## src/source/rv_slice_macros.svh

```systemverilog
`ifndef RV_SLICE_MACROS_SVH
`define RV_SLICE_MACROS_SVH

// data path width and number of general registers.
`define XLEN 32
`define NREG 32

// machine CSR addresses.
`define CSR_MSTATUS 12'h300
`define CSR_MTVEC   12'h305
`define CSR_MEPC    12'h341
`define CSR_MCAUSE  12'h342

// mcause codes written on trap entry.
`define CAUSE_ILLEGAL 32'd2
`define CAUSE_BREAK   32'd3
`define CAUSE_ECALL   32'd11

`endif

```

## src/source/rv_slice_pkg.sv

```systemverilog
`include "rv_slice_macros.svh"

package rv_slice_pkg;

    typedef enum logic [3:0] {
        ALU_ADD,
        ALU_SUB,
        ALU_SLT,
        ALU_SLTU,
        ALU_AND,
        ALU_OR,
        ALU_XOR,
        ALU_SLL,
        ALU_SRL,
        ALU_SRA,
        ALU_PASS_B
    } alu_op_e;

    typedef enum logic [2:0] {
        BR_NONE, BR_EQ, BR_NE, BR_LT, BR_GE, BR_LTU, BR_GEU
    } br_op_e;

    typedef enum logic [3:0] {
        INSTR_ALU, INSTR_JAL, INSTR_JALR, INSTR_BRANCH, INSTR_CSR,
        INSTR_ECALL, INSTR_MRET, INSTR_EBREAK, INSTR_ILLEGAL
    } instr_kind_e;

    typedef enum logic [1:0] {CSR_NONE, CSR_WRITE, CSR_SET} csr_cmd_e;

    // everything the execute unit needs to know about one instruction.
    typedef struct packed {
        instr_kind_e      kind;
        alu_op_e          alu_op;
        br_op_e           br_op;
        csr_cmd_e         csr_cmd;
        logic [4:0]       rd;
        logic             gpr_we;
        logic             src1_is_pc;
        logic             src2_is_imm;
        logic [`XLEN-1:0] imm;
        logic [11:0]      csr_addr;
        logic [`XLEN-1:0] pc;
    } decoded_t;

    typedef enum logic [1:0] {DEC_IDLE, DEC_ISSUE, DEC_WAIT_DONE, DEC_RELEASE} dec_state_e;

    typedef enum logic [1:0] {EXE_IDLE, EXE_REPORT, EXE_FINISH} exe_state_e;

endpackage

```

## src/source/dec_exec_if.sv

```systemverilog
`include "rv_slice_macros.svh"

interface dec_exec_if import rv_slice_pkg::*; ();

    // four-phase pair. req rises with the payload stable and ack rises
    // once the instruction has retired and its result was taken.
    logic             req;
    logic             ack;
    decoded_t         dec;
    // src2 holds the old CSR value for CSR instructions.
    logic [`XLEN-1:0] src1;
    logic [`XLEN-1:0] src2;

    modport decoder (
        output req, dec, src1, src2,
        input  ack
    );

    modport executor (
        input  req, dec, src1, src2,
        output ack
    );

endinterface

```

## src/source/instr_decoder.sv

```systemverilog
`include "rv_slice_macros.svh"

module instr_decoder import rv_slice_pkg::*; (
    input  logic             clk,
    input  logic             rst,
    input  logic             in_req,
    output logic             in_ack,
    input  logic [`XLEN-1:0] in_pc,
    input  logic [`XLEN-1:0] in_instr,
    output logic [4:0]       rs1_addr,
    output logic [4:0]       rs2_addr,
    input  logic [`XLEN-1:0] rs1_data,
    input  logic [`XLEN-1:0] rs2_data,
    output logic [11:0]      csr_raddr,
    input  logic [`XLEN-1:0] csr_rdata,
    dec_exec_if.decoder      dx
);

    logic [6:0]       opcode;
    logic [2:0]       funct3;
    logic [6:0]       funct7;
    logic [`XLEN-1:0] imm_i, imm_b, imm_u, imm_j;
    logic             r_legal, i_legal;
    alu_op_e          arith_op;
    decoded_t         d;
    dec_state_e       state;

    assign opcode    = in_instr[6:0];
    assign funct3    = in_instr[14:12];
    assign funct7    = in_instr[31:25];
    assign rs1_addr  = in_instr[19:15];
    assign rs2_addr  = in_instr[24:20];
    assign csr_raddr = in_instr[31:20];

    assign imm_i = {{20{in_instr[31]}}, in_instr[31:20]};
    assign imm_b = {{20{in_instr[31]}}, in_instr[7], in_instr[30:25], in_instr[11:8], 1'b0};
    assign imm_u = {in_instr[31:12], 12'b0};
    assign imm_j = {{12{in_instr[31]}}, in_instr[19:12], in_instr[20], in_instr[30:21], 1'b0};

    // only sub and sra may set funct7 bit 5, and slli needs funct7 of zero.
    assign r_legal = (funct7 == 7'h00) || (funct7 == 7'h20 && (funct3 == 3'd0 || funct3 == 3'd5));
    assign i_legal = (funct3 == 3'd1) ? (funct7 == 7'h00) :
                     (funct3 != 3'd5 || funct7 == 7'h00 || funct7 == 7'h20);

    // opcode bit 5 separates register-register from immediate forms.
    always_comb begin
        case (funct3)
            3'd0:    arith_op = (opcode[5] && funct7[5]) ? ALU_SUB : ALU_ADD;
            3'd1:    arith_op = ALU_SLL;
            3'd2:    arith_op = ALU_SLT;
            3'd3:    arith_op = ALU_SLTU;
            3'd4:    arith_op = ALU_XOR;
            3'd5:    arith_op = funct7[5] ? ALU_SRA : ALU_SRL;
            3'd6:    arith_op = ALU_OR;
            default: arith_op = ALU_AND;
        endcase
    end

    always_comb begin
        d          = '0;
        d.kind     = INSTR_ILLEGAL;
        d.alu_op   = ALU_ADD;
        d.br_op    = BR_NONE;
        d.csr_cmd  = CSR_NONE;
        d.rd       = in_instr[11:7];
        d.csr_addr = in_instr[31:20];
        d.pc       = in_pc;
        case (opcode)
            7'h33: if (r_legal) begin
                d.kind   = INSTR_ALU;
                d.alu_op = arith_op;
                d.gpr_we = 1'b1;
            end
            7'h13: if (i_legal) begin
                d.kind        = INSTR_ALU;
                d.alu_op      = arith_op;
                d.gpr_we      = 1'b1;
                d.src2_is_imm = 1'b1;
                d.imm         = imm_i;
            end
            7'h37, 7'h17: begin
                d.kind        = INSTR_ALU;
                d.alu_op      = opcode[5] ? ALU_PASS_B : ALU_ADD;
                d.gpr_we      = 1'b1;
                d.src1_is_pc  = !opcode[5];
                d.src2_is_imm = 1'b1;
                d.imm         = imm_u;
            end
            7'h6f: begin
                d.kind        = INSTR_JAL;
                d.gpr_we      = 1'b1;
                d.src1_is_pc  = 1'b1;
                d.src2_is_imm = 1'b1;
                d.imm         = imm_j;
            end
            7'h67: if (funct3 == 3'd0) begin
                d.kind        = INSTR_JALR;
                d.gpr_we      = 1'b1;
                d.src2_is_imm = 1'b1;
                d.imm         = imm_i;
            end
            7'h63: begin
                case (funct3)
                    3'd0:    d.br_op = BR_EQ;
                    3'd1:    d.br_op = BR_NE;
                    3'd4:    d.br_op = BR_LT;
                    3'd5:    d.br_op = BR_GE;
                    3'd6:    d.br_op = BR_LTU;
                    3'd7:    d.br_op = BR_GEU;
                    default: d.br_op = BR_NONE;
                endcase
                if (d.br_op != BR_NONE) begin
                    d.kind        = INSTR_BRANCH;
                    d.src1_is_pc  = 1'b1;
                    d.src2_is_imm = 1'b1;
                    d.imm         = imm_b;
                end
            end
            7'h73: begin
                if (funct3 == 3'd1 || funct3 == 3'd2) begin
                    d.kind    = INSTR_CSR;
                    d.gpr_we  = 1'b1;
                    d.csr_cmd = (funct3 == 3'd1) ? CSR_WRITE : CSR_SET;
                end else if (in_instr == 32'h0000_0073) begin
                    d.kind = INSTR_ECALL;
                end else if (in_instr == 32'h0010_0073) begin
                    d.kind = INSTR_EBREAK;
                end else if (in_instr == 32'h3020_0073) begin
                    d.kind = INSTR_MRET;
                end
            end
            default: ;
        endcase
        // x0 is never a write target.
        if (d.rd == 5'd0) begin
            d.gpr_we = 1'b0;
        end
    end

    always_ff @(posedge clk or posedge rst) begin
        if (rst) begin
            state  <= DEC_IDLE;
            in_ack <= 1'b0;
            dx.req <= 1'b0;
        end else begin
            case (state)
                DEC_IDLE: if (in_req) begin
                    dx.req <= 1'b1;
                    state  <= DEC_ISSUE;
                end
                DEC_ISSUE: if (dx.ack) begin
                    dx.req <= 1'b0;
                    in_ack <= 1'b1;
                    state  <= DEC_WAIT_DONE;
                end
                DEC_WAIT_DONE: if (!dx.ack) begin
                    state <= DEC_RELEASE;
                end
                default: if (!in_req) begin
                    in_ack <= 1'b0;
                    state  <= DEC_IDLE;
                end
            endcase
        end
    end

    always_ff @(posedge clk) begin
        if (state == DEC_IDLE && in_req) begin
            dx.dec  <= d;
            dx.src1 <= rs1_data;
            dx.src2 <= (d.kind == INSTR_CSR) ? csr_rdata : rs2_data;
        end
    end

endmodule

```

## src/source/reg_file.sv

```systemverilog
`include "rv_slice_macros.svh"

module reg_file (
    input  logic                     clk,
    input  logic                     rst,
    input  logic [$clog2(`NREG)-1:0] rs1_addr,
    input  logic [$clog2(`NREG)-1:0] rs2_addr,
    output logic [`XLEN-1:0]         rs1_data,
    output logic [`XLEN-1:0]         rs2_data,
    input  logic                     we,
    input  logic [$clog2(`NREG)-1:0] waddr,
    input  logic [`XLEN-1:0]         wdata
);

    logic [`XLEN-1:0] regs [`NREG];

    assign rs1_data = (rs1_addr == '0) ? '0 : regs[rs1_addr];
    assign rs2_data = (rs2_addr == '0) ? '0 : regs[rs2_addr];

    always_ff @(posedge clk or posedge rst) begin
        if (rst) begin
            for (int i = 0; i < `NREG; i++) begin
                regs[i] <= '0;
            end
        end else if (we && waddr != '0) begin
            regs[waddr] <= wdata;
        end
    end

endmodule

```

## src/source/csr_file.sv

```systemverilog
`include "rv_slice_macros.svh"

module csr_file import rv_slice_pkg::*; (
    input  logic             clk,
    input  logic             rst,
    input  logic [11:0]      raddr,
    output logic [`XLEN-1:0] rdata,
    input  csr_cmd_e         csr_cmd,
    input  logic [11:0]      waddr,
    input  logic [`XLEN-1:0] wdata,
    input  logic             trap_en,
    input  logic [`XLEN-1:0] trap_cause,
    input  logic [`XLEN-1:0] trap_pc,
    input  logic             mret_en,
    output logic [`XLEN-1:0] mtvec,
    output logic [`XLEN-1:0] mepc
);

    logic [`XLEN-1:0] mstatus, mcause;
    logic [`XLEN-1:0] new_val;
    logic             wr;

    // unimplemented addresses read as zero.
    function automatic logic [`XLEN-1:0] csr_read(input logic [11:0] addr);
        case (addr)
            `CSR_MSTATUS: return mstatus;
            `CSR_MTVEC:   return mtvec;
            `CSR_MEPC:    return mepc;
            `CSR_MCAUSE:  return mcause;
            default:      return '0;
        endcase
    endfunction

    assign rdata   = csr_read(raddr);
    assign new_val = (csr_cmd == CSR_SET) ? (csr_read(waddr) | wdata) : wdata;
    // a trap or a return owns the cycle, so a CSR write never lands with it.
    assign wr      = (csr_cmd != CSR_NONE) && !trap_en && !mret_en;

    always_ff @(posedge clk or posedge rst) begin
        if (rst) begin
            mstatus <= '0;
            mtvec   <= '0;
            mepc    <= '0;
            mcause  <= '0;
        end else if (trap_en) begin
            mepc   <= trap_pc;
            mcause <= trap_cause;
        end else if (wr) begin
            case (waddr)
                `CSR_MSTATUS: mstatus <= new_val;
                `CSR_MTVEC:   mtvec   <= new_val;
                `CSR_MEPC:    mepc    <= new_val;
                `CSR_MCAUSE:  mcause  <= new_val;
                default: ;
            endcase
        end
    end

endmodule

```

## src/source/exec_unit.sv

```systemverilog
`include "rv_slice_macros.svh"

module exec_unit import rv_slice_pkg::*; (
    input  logic             clk,
    input  logic             rst,
    dec_exec_if.executor     dx,
    output logic             gpr_we,
    output logic [4:0]       gpr_waddr,
    output logic [`XLEN-1:0] gpr_wdata,
    output csr_cmd_e         csr_cmd,
    output logic [11:0]      csr_waddr,
    output logic [`XLEN-1:0] csr_wdata,
    output logic             trap_en,
    output logic [`XLEN-1:0] trap_cause,
    output logic [`XLEN-1:0] trap_pc,
    output logic             mret_en,
    input  logic [`XLEN-1:0] mtvec,
    input  logic [`XLEN-1:0] mepc,
    output logic             res_req,
    input  logic             res_ack,
    output logic [4:0]       res_rd,
    output logic             res_we,
    output logic [`XLEN-1:0] res_wdata,
    output logic [`XLEN-1:0] res_next_pc,
    output logic             res_trap
);

    decoded_t         d;
    logic [`XLEN-1:0] op_a, op_b, alu_res, pc_plus4, wdata, next_pc, cause;
    logic             taken, is_trap, fire;
    exe_state_e       state;

    assign d        = dx.dec;
    assign op_a     = d.src1_is_pc ? d.pc : dx.src1;
    assign op_b     = d.src2_is_imm ? d.imm : dx.src2;
    assign pc_plus4 = d.pc + 32'd4;

    always_comb begin
        case (d.alu_op)
            ALU_SUB:    alu_res = op_a - op_b;
            ALU_SLT:    alu_res = {31'b0, $signed(op_a) < $signed(op_b)};
            ALU_SLTU:   alu_res = {31'b0, op_a < op_b};
            ALU_AND:    alu_res = op_a & op_b;
            ALU_OR:     alu_res = op_a | op_b;
            ALU_XOR:    alu_res = op_a ^ op_b;
            ALU_SLL:    alu_res = op_a << op_b[4:0];
            ALU_SRL:    alu_res = op_a >> op_b[4:0];
            ALU_SRA:    alu_res = $signed(op_a) >>> op_b[4:0];
            ALU_PASS_B: alu_res = op_b;
            default:    alu_res = op_a + op_b;
        endcase
    end

    // branches compare the raw register operands while the ALU forms pc+imm.
    always_comb begin
        case (d.br_op)
            BR_EQ:   taken = dx.src1 == dx.src2;
            BR_NE:   taken = dx.src1 != dx.src2;
            BR_LT:   taken = $signed(dx.src1) < $signed(dx.src2);
            BR_GE:   taken = $signed(dx.src1) >= $signed(dx.src2);
            BR_LTU:  taken = dx.src1 < dx.src2;
            BR_GEU:  taken = dx.src1 >= dx.src2;
            default: taken = 1'b0;
        endcase
    end

    always_comb begin
        next_pc = pc_plus4;
        is_trap = 1'b0;
        cause   = '0;
        case (d.kind)
            INSTR_JAL:    next_pc = alu_res;
            INSTR_JALR:   next_pc = {alu_res[`XLEN-1:1], 1'b0};
            INSTR_BRANCH: next_pc = taken ? alu_res : pc_plus4;
            INSTR_MRET:   next_pc = mepc;
            INSTR_ECALL, INSTR_EBREAK, INSTR_ILLEGAL: begin
                next_pc = mtvec;
                is_trap = 1'b1;
                cause   = (d.kind == INSTR_ECALL)  ? `CAUSE_ECALL :
                          (d.kind == INSTR_EBREAK) ? `CAUSE_BREAK : `CAUSE_ILLEGAL;
            end
            default: ;
        endcase
    end

    assign wdata = (d.kind == INSTR_JAL || d.kind == INSTR_JALR) ? pc_plus4 :
                   (d.kind == INSTR_CSR) ? dx.src2 : alu_res;

    // the sink must have released res_ack before a new result is taken.
    assign fire = (state == EXE_IDLE) && dx.req && !res_ack;

    assign gpr_we     = fire && d.gpr_we;
    assign gpr_waddr  = d.rd;
    assign gpr_wdata  = wdata;
    assign csr_cmd    = fire ? d.csr_cmd : CSR_NONE;
    assign csr_waddr  = d.csr_addr;
    assign csr_wdata  = dx.src1;
    assign trap_en    = fire && is_trap;
    assign trap_cause = cause;
    assign trap_pc    = d.pc;
    assign mret_en    = fire && d.kind == INSTR_MRET;

    always_ff @(posedge clk or posedge rst) begin
        if (rst) begin
            state   <= EXE_IDLE;
            res_req <= 1'b0;
            dx.ack  <= 1'b0;
        end else begin
            case (state)
                EXE_IDLE: if (fire) begin
                    res_req <= 1'b1;
                    state   <= EXE_REPORT;
                end
                EXE_REPORT: if (res_ack) begin
                    res_req <= 1'b0;
                    dx.ack  <= 1'b1;
                    state   <= EXE_FINISH;
                end
                default: if (!dx.req) begin
                    dx.ack <= 1'b0;
                    state  <= EXE_IDLE;
                end
            endcase
        end
    end

    always_ff @(posedge clk) begin
        if (fire) begin
            res_rd      <= d.rd;
            res_we      <= d.gpr_we;
            res_wdata   <= wdata;
            res_next_pc <= next_pc;
            res_trap    <= is_trap;
        end
    end

endmodule

```

## src/source/rv_exec_slice.sv

```systemverilog
`include "rv_slice_macros.svh"

module rv_exec_slice import rv_slice_pkg::*; (
    input  logic             clk,
    input  logic             rst,
    input  logic             in_req,
    output logic             in_ack,
    input  logic [`XLEN-1:0] in_pc,
    input  logic [`XLEN-1:0] in_instr,
    output logic             res_req,
    input  logic             res_ack,
    output logic [4:0]       res_rd,
    output logic             res_we,
    output logic [`XLEN-1:0] res_wdata,
    output logic [`XLEN-1:0] res_next_pc,
    output logic             res_trap
);

    logic [4:0]       rs1_addr, rs2_addr, gpr_waddr;
    logic [`XLEN-1:0] rs1_data, rs2_data, gpr_wdata;
    logic             gpr_we;
    logic [11:0]      csr_raddr, csr_waddr;
    logic [`XLEN-1:0] csr_rdata, csr_wdata;
    csr_cmd_e         csr_cmd;
    logic             trap_en, mret_en;
    logic [`XLEN-1:0] trap_cause, trap_pc, mtvec, mepc;

    dec_exec_if dx ();

    instr_decoder decoder0 (
        .clk, .rst, .in_req, .in_ack, .in_pc, .in_instr,
        .rs1_addr, .rs2_addr, .rs1_data, .rs2_data,
        .csr_raddr, .csr_rdata, .dx(dx.decoder)
    );

    reg_file gpr0 (
        .clk, .rst, .rs1_addr, .rs2_addr, .rs1_data, .rs2_data,
        .we(gpr_we), .waddr(gpr_waddr), .wdata(gpr_wdata)
    );

    csr_file csr0 (
        .clk, .rst, .raddr(csr_raddr), .rdata(csr_rdata),
        .csr_cmd, .waddr(csr_waddr), .wdata(csr_wdata),
        .trap_en, .trap_cause, .trap_pc, .mret_en, .mtvec, .mepc
    );

    exec_unit exec0 (
        .clk, .rst, .dx(dx.executor),
        .gpr_we, .gpr_waddr, .gpr_wdata,
        .csr_cmd, .csr_waddr, .csr_wdata,
        .trap_en, .trap_cause, .trap_pc, .mret_en, .mtvec, .mepc,
        .res_req, .res_ack, .res_rd, .res_we, .res_wdata, .res_next_pc, .res_trap
    );

endmodule

```

## config.mk

```make
export PLATFORM = sky130hd
export DESIGN_NAME = rv_exec_slice
export DESIGN_NICKNAME = d
export VERILOG_FILES = /design/src/source/rv_slice_pkg.sv /design/src/source/dec_exec_if.sv /design/src/source/instr_decoder.sv /design/src/source/reg_file.sv /design/src/source/csr_file.sv /design/src/source/exec_unit.sv /design/src/source/rv_exec_slice.sv
export VERILOG_INCLUDE_DIRS = /design/src /design/src/source
export SDC_FILE = /design/constraint.sdc
export NUM_CORES = 2
export LEC_CHECK = 0
export ABC_AREA = 1
export BUFFER_PORTS_ARGS = -buffer_cell sky130_fd_sc_hd__buf_2
export CAP_MARGIN = 25
export CORE_ASPECT_RATIO = 1.25
export CORE_MARGIN = 2
export CORE_UTILIZATION = 45
export CTS_BUF_LIST = sky130_fd_sc_hd__clkbuf_4 sky130_fd_sc_hd__clkbuf_8
export CTS_CLUSTER_DIAMETER = 200
export DETAILED_ROUTE_END_ITERATION = 10
export MAX_ROUTING_LAYER = met4
export SYNTH_ARGS = -nofsm -noshare
export SYNTH_HDL_FRONTEND = slang
export SYNTH_HIERARCHICAL = 1
export SYNTH_SLANG_ARGS = --single-unit
export TNS_END_PERCENT = 1
```

## constraint.sdc

```tcl
create_clock -name clk -period 42.9 [get_ports clk]
set_input_delay 10.725 -clock clk [delete_from_list [all_inputs] [get_ports clk]]
set_output_delay 10.725 -clock clk [all_outputs]
set_load 0.03 [all_outputs]
```

==> flow_summary.json <==
{
  "routedWlPerCell_um": 26.1,
  "tightest_slew_ns": 1.17,
  "yosysWarnings": 6,
  "clockRootBuffer": "clkbuf_8",
  "setup_viol": 0,
  "wirelength_mm": 399,
  "critPathLaunchType": "primary input",
  "cp.arrival_ns": 14.49,
  "intPower_mw": 3.09,
  "ys_seq_area_share_pct": 40.7,
  "async_flop_share_pct": 83.3,
  "synth.area.top_cells": "dfrtp_1 (33%), nand2_1 (20%), nand3_1 (11%)",
  "port-buffer-count": 140,
  "avgSynthCellArea_um2": 6.82,
  "synthFlopType": "dfrtp_1",
  "cts_resized": 0,
  "grt_max_degree": 173,
  "p_leak_nw": 44.1,
  "hp-class": "register to register",
  "drt-pass1-iter-count": 7,
  "slew_headroom_pct": 21.5,
  "place.gp.congestion": 1.11,
  "numCtsBuffers": 232,
  "dieWidth_um": 400,
  "synth_top_area_cell": "dfrtp_1",
  "period_share_pct": 32.1,
  "slew_viol_final": 0,
  "p_per_area_nw_per_um2": 60.2,
  "core-area_um2": 195000,
  "path_clk_slew_ns": 0.06,
  "drv_cap": 0,
  "syn2layout_area_growth_pct": 7.48,
  "ctsHoldBuffers": 0,
  "grt_pass1_vias": 85630,
  "path_class": "primary input to register",
  "status": "finished clean",
  "placed_cells": 14773,
  "use_met3_pct": 7.01,
  "htree_levels": 4,
  "synth.distinct_cells": 63,
  "worstSkewPairLatency_ns": 1.05,
  "grt-ovfl-total": 0,
  "gr-usage-met1_pct": 47.5,
  "drt.antenna.violating_nets": 0,
  "rows": 181,
  "fin_cells": 15271,
  "synth_edf_count": 232,
  "fin_setup_tns_ns": 0,
  "synth_top_area_share_pct": 32.8,
  "cts_setup_buffers": 0,
  "avgViaCountPerCell": 5.97,
  "rsz0062_at_grt": "no",
  "vias": 91152,
  "final_core_util_pct": 48.7,
  "busiest_layer": "met2",
  "netSwitchingFraction_pct": 46.0,
  "grt_util_met2_pct": 62.3,
  "route.detailed.drc": 0,
  "peakVddDrop_v": 0.0000358,
  "critPathMaxFanout": 96,
  "netlist_area_um2": 88400,
  "cts_buffer_depth": 3,
  "combinationalPowerShare_pct": 41.7,
  "ios": 141,
  "drive_gt1_share_pct": 8.31,
  "fin_skew_ns": 0.0806,
  "antenna_found_initial": 27,
  "p_seq_share_pct": 35.4,
  "synth_cells": 12963,
  "fin_crit_ns": 13.77,
  "drtIter0Drc": 11312,
  "final_nets": 12675,
  "cts_tree": "built",
  "die_y_um": 500,
  "start_util_pct": 45.3,
  "min_path_cells": 0,
  "hold_viol_final": 0,
  "grt_pass1_wl_mm": 581,
  "die-area_um2": 200000,
  "power_mw": 5.72,
  "clock-sinks": 1392,
  "worstPathRequired_ns": 43.62,
  "switchingPower_mw": 2.63,
  "cp-end-kind": "register",
  "fmax_ghz": 0.0726,
  "r2r_cells": 24,
  "post-place-ws_ns": 27.46,
  "place.detailed.hpwl_mm": 257,
  "yosys_register_bits": 1392,
  "grt_usage_pct": 40.1,
  "fin_ws_ns": 29.13,
  "power.share.clock_pct": 22.9
}
cells in the mapped netlist, types with 5 or more instances:
library cell,n
edfxtp_1,232
mux2_4,29
o21ai_2,35
clkinv_1,6
buf_1,90
o21ai_0,1158
buf_6,25
o21a_1,10
buf_2,151
a221oi_1,14
inv_2,32
o211ai_1,15
inv_1,679
o21bai_1,12
o21ai_1,108
xor2_1,24
nand2_1,4655
or2_2,59
nor2_1,729
dfrtp_1,1160
nand2_2,12
nand4_1,39
a31oi_1,9
o22ai_1,92
nor2_2,20
nor3_2,5
nand3_1,1966
nor3_1,53
ha_1,134
clkbuf_1,681
xnor2_1,6
nor4_1,11
a22oi_1,27
o2111ai_1,14
o21bai_2,30
buf_4,142
a21oi_1,447
power groups by stage:
| stage | sequential (mW) | clock, mW | combinational, mW |
|---|---|---|---|
| final | 2.02 | 1.31 | 2.39 |
| after global routing | 2.06 | 1.39 | 2.58 |
| after CTS | 2.01 | 1.33 | 2.25 |
| after detailed placement | 2.03 | 0 | 2.24 |
| after global placement | 2.02 | 0 | 2.21 |
| after floorplan | 1.98 | 0 | 1.43 |
flip-flops by register name, indices dropped and copies added, names as in the netlist, 2 cells and up:
register / flops
exec0/res_wdata: 32
exec0/state: 2
csr0/mstatus: 32
decoder0/state: 2
decoder0/dx.dec: 97
csr0/mtvec: 32
csr0/mcause: 32
gpr0/regs: 1024
decoder0/dx.src2: 32
csr0/mepc: 32
decoder0/dx.src1: 32
exec0/res_rd: 5
exec0/res_next_pc: 32
metal layers:
metal	routed length (µm)	up-vias
met5	0	-
met4	31800	0
met3	35200	1309
met2	182000	5177
met1	150000	43417
li1	-	41249
critical path: stages:
cell and delay, ns:
buf_8 0.15, inv_8 0.56, buf_4 0.86, buf_4 0.75, nand3_1 0.15, nand3_1 0.12
nand2_1 0.08, nand2_1 0.06, nand3_1 0.19, nand2_1 0.16, nor2_1 0.06, mux2_4 0.25
cell usage in the layout (no fill, tap or decap), types with 10 or more instances in the layout:
cell type	synthesis	layout
a21oi_1	447	446
a221oi_1	14	14
a22oi_1	27	27
buf_16	0	25
buf_2	151	132
buf_4	142	163
clkbuf_4	0	98
clkbuf_8	0	283
clkinv_1	6	14
clkinv_2	0	28
conb_1	1	29
dfrtp_1	1160	1160
diode_2	0	34
edfxtp_1	232	232
ha_1	134	134
inv_1	679	670
inv_2	32	33
mux2_4	29	29
nand2_1	4655	4622
nand2_2	12	45
nand3_1	1966	1964
nand4_1	39	39
nor2_1	729	725
nor2_2	20	18
nor3_1	53	53
nor4_1	11	11
o2111ai_1	14	14
o211ai_1	15	15
o21a_1	10	10
o21ai_0	1158	1158
o21ai_1	108	107
o21ai_2	35	33
o21bai_1	12	12
o21bai_2	30	30
o22ai_1	92	92
or2_2	59	59
xor2_1	24	24
final cells by class:
| type | count | area, µm² |
|---|---|---|
| inverter | 718 | 2760 |
| tap | 2562 | 3210 |
| clock buffer | 380 | 4620 |
| multi-input combinational | 9792 | 45000 |
| antenna | 34 | 85.1 |
| clock inverter | 58 | 543 |
| timing repair buffer | 335 | 2820 |
| fill | 19843 | 100000 |
| sequential | 1392 | 36000 |
cells by family after synthesis:
logic type      after synthesis  share of synthesized area [%]
mux                          32                          0.531
simple gates               7568                           35.6
flops                      1392                           40.7
buf+inv                    1807                           8.70
fa+ha+maj                   136                           1.94
compound gates             1997                           12.2
xor+xnor                     30                          0.297
other cells                   1                        0.00424
through the flow:
step / hold slack (ns) / cell area [µm²]
detailed placement: 0.388 / 89100
finish: 0.403 / 95000
global placement: 0.387 / 89000
global route: 0.414 / 95000
floorplan: 0.426 / 88500
CTS: 0.404 / 94300
final timing paths:
path	start	endpoint	slack (ns)
setup / recovery	in_instr[21]	decoder0/dx.src2[10]	29.13
hold / removal	gpr0/regs[1008]	gpr0/regs[1008]	0.40
setup reg to reg	decoder0/dx.dec[76]	gpr0/regs[608]	35.64
hold reg to reg	gpr0/regs[1008]	gpr0/regs[1008]	0.40
max in group asynchronous	rst	gpr0/regs[353]	29.43
min in group asynchronous	rst	exec0/state[0]	9.67
No activity file was read; power rests on OpenSTA's default activity.
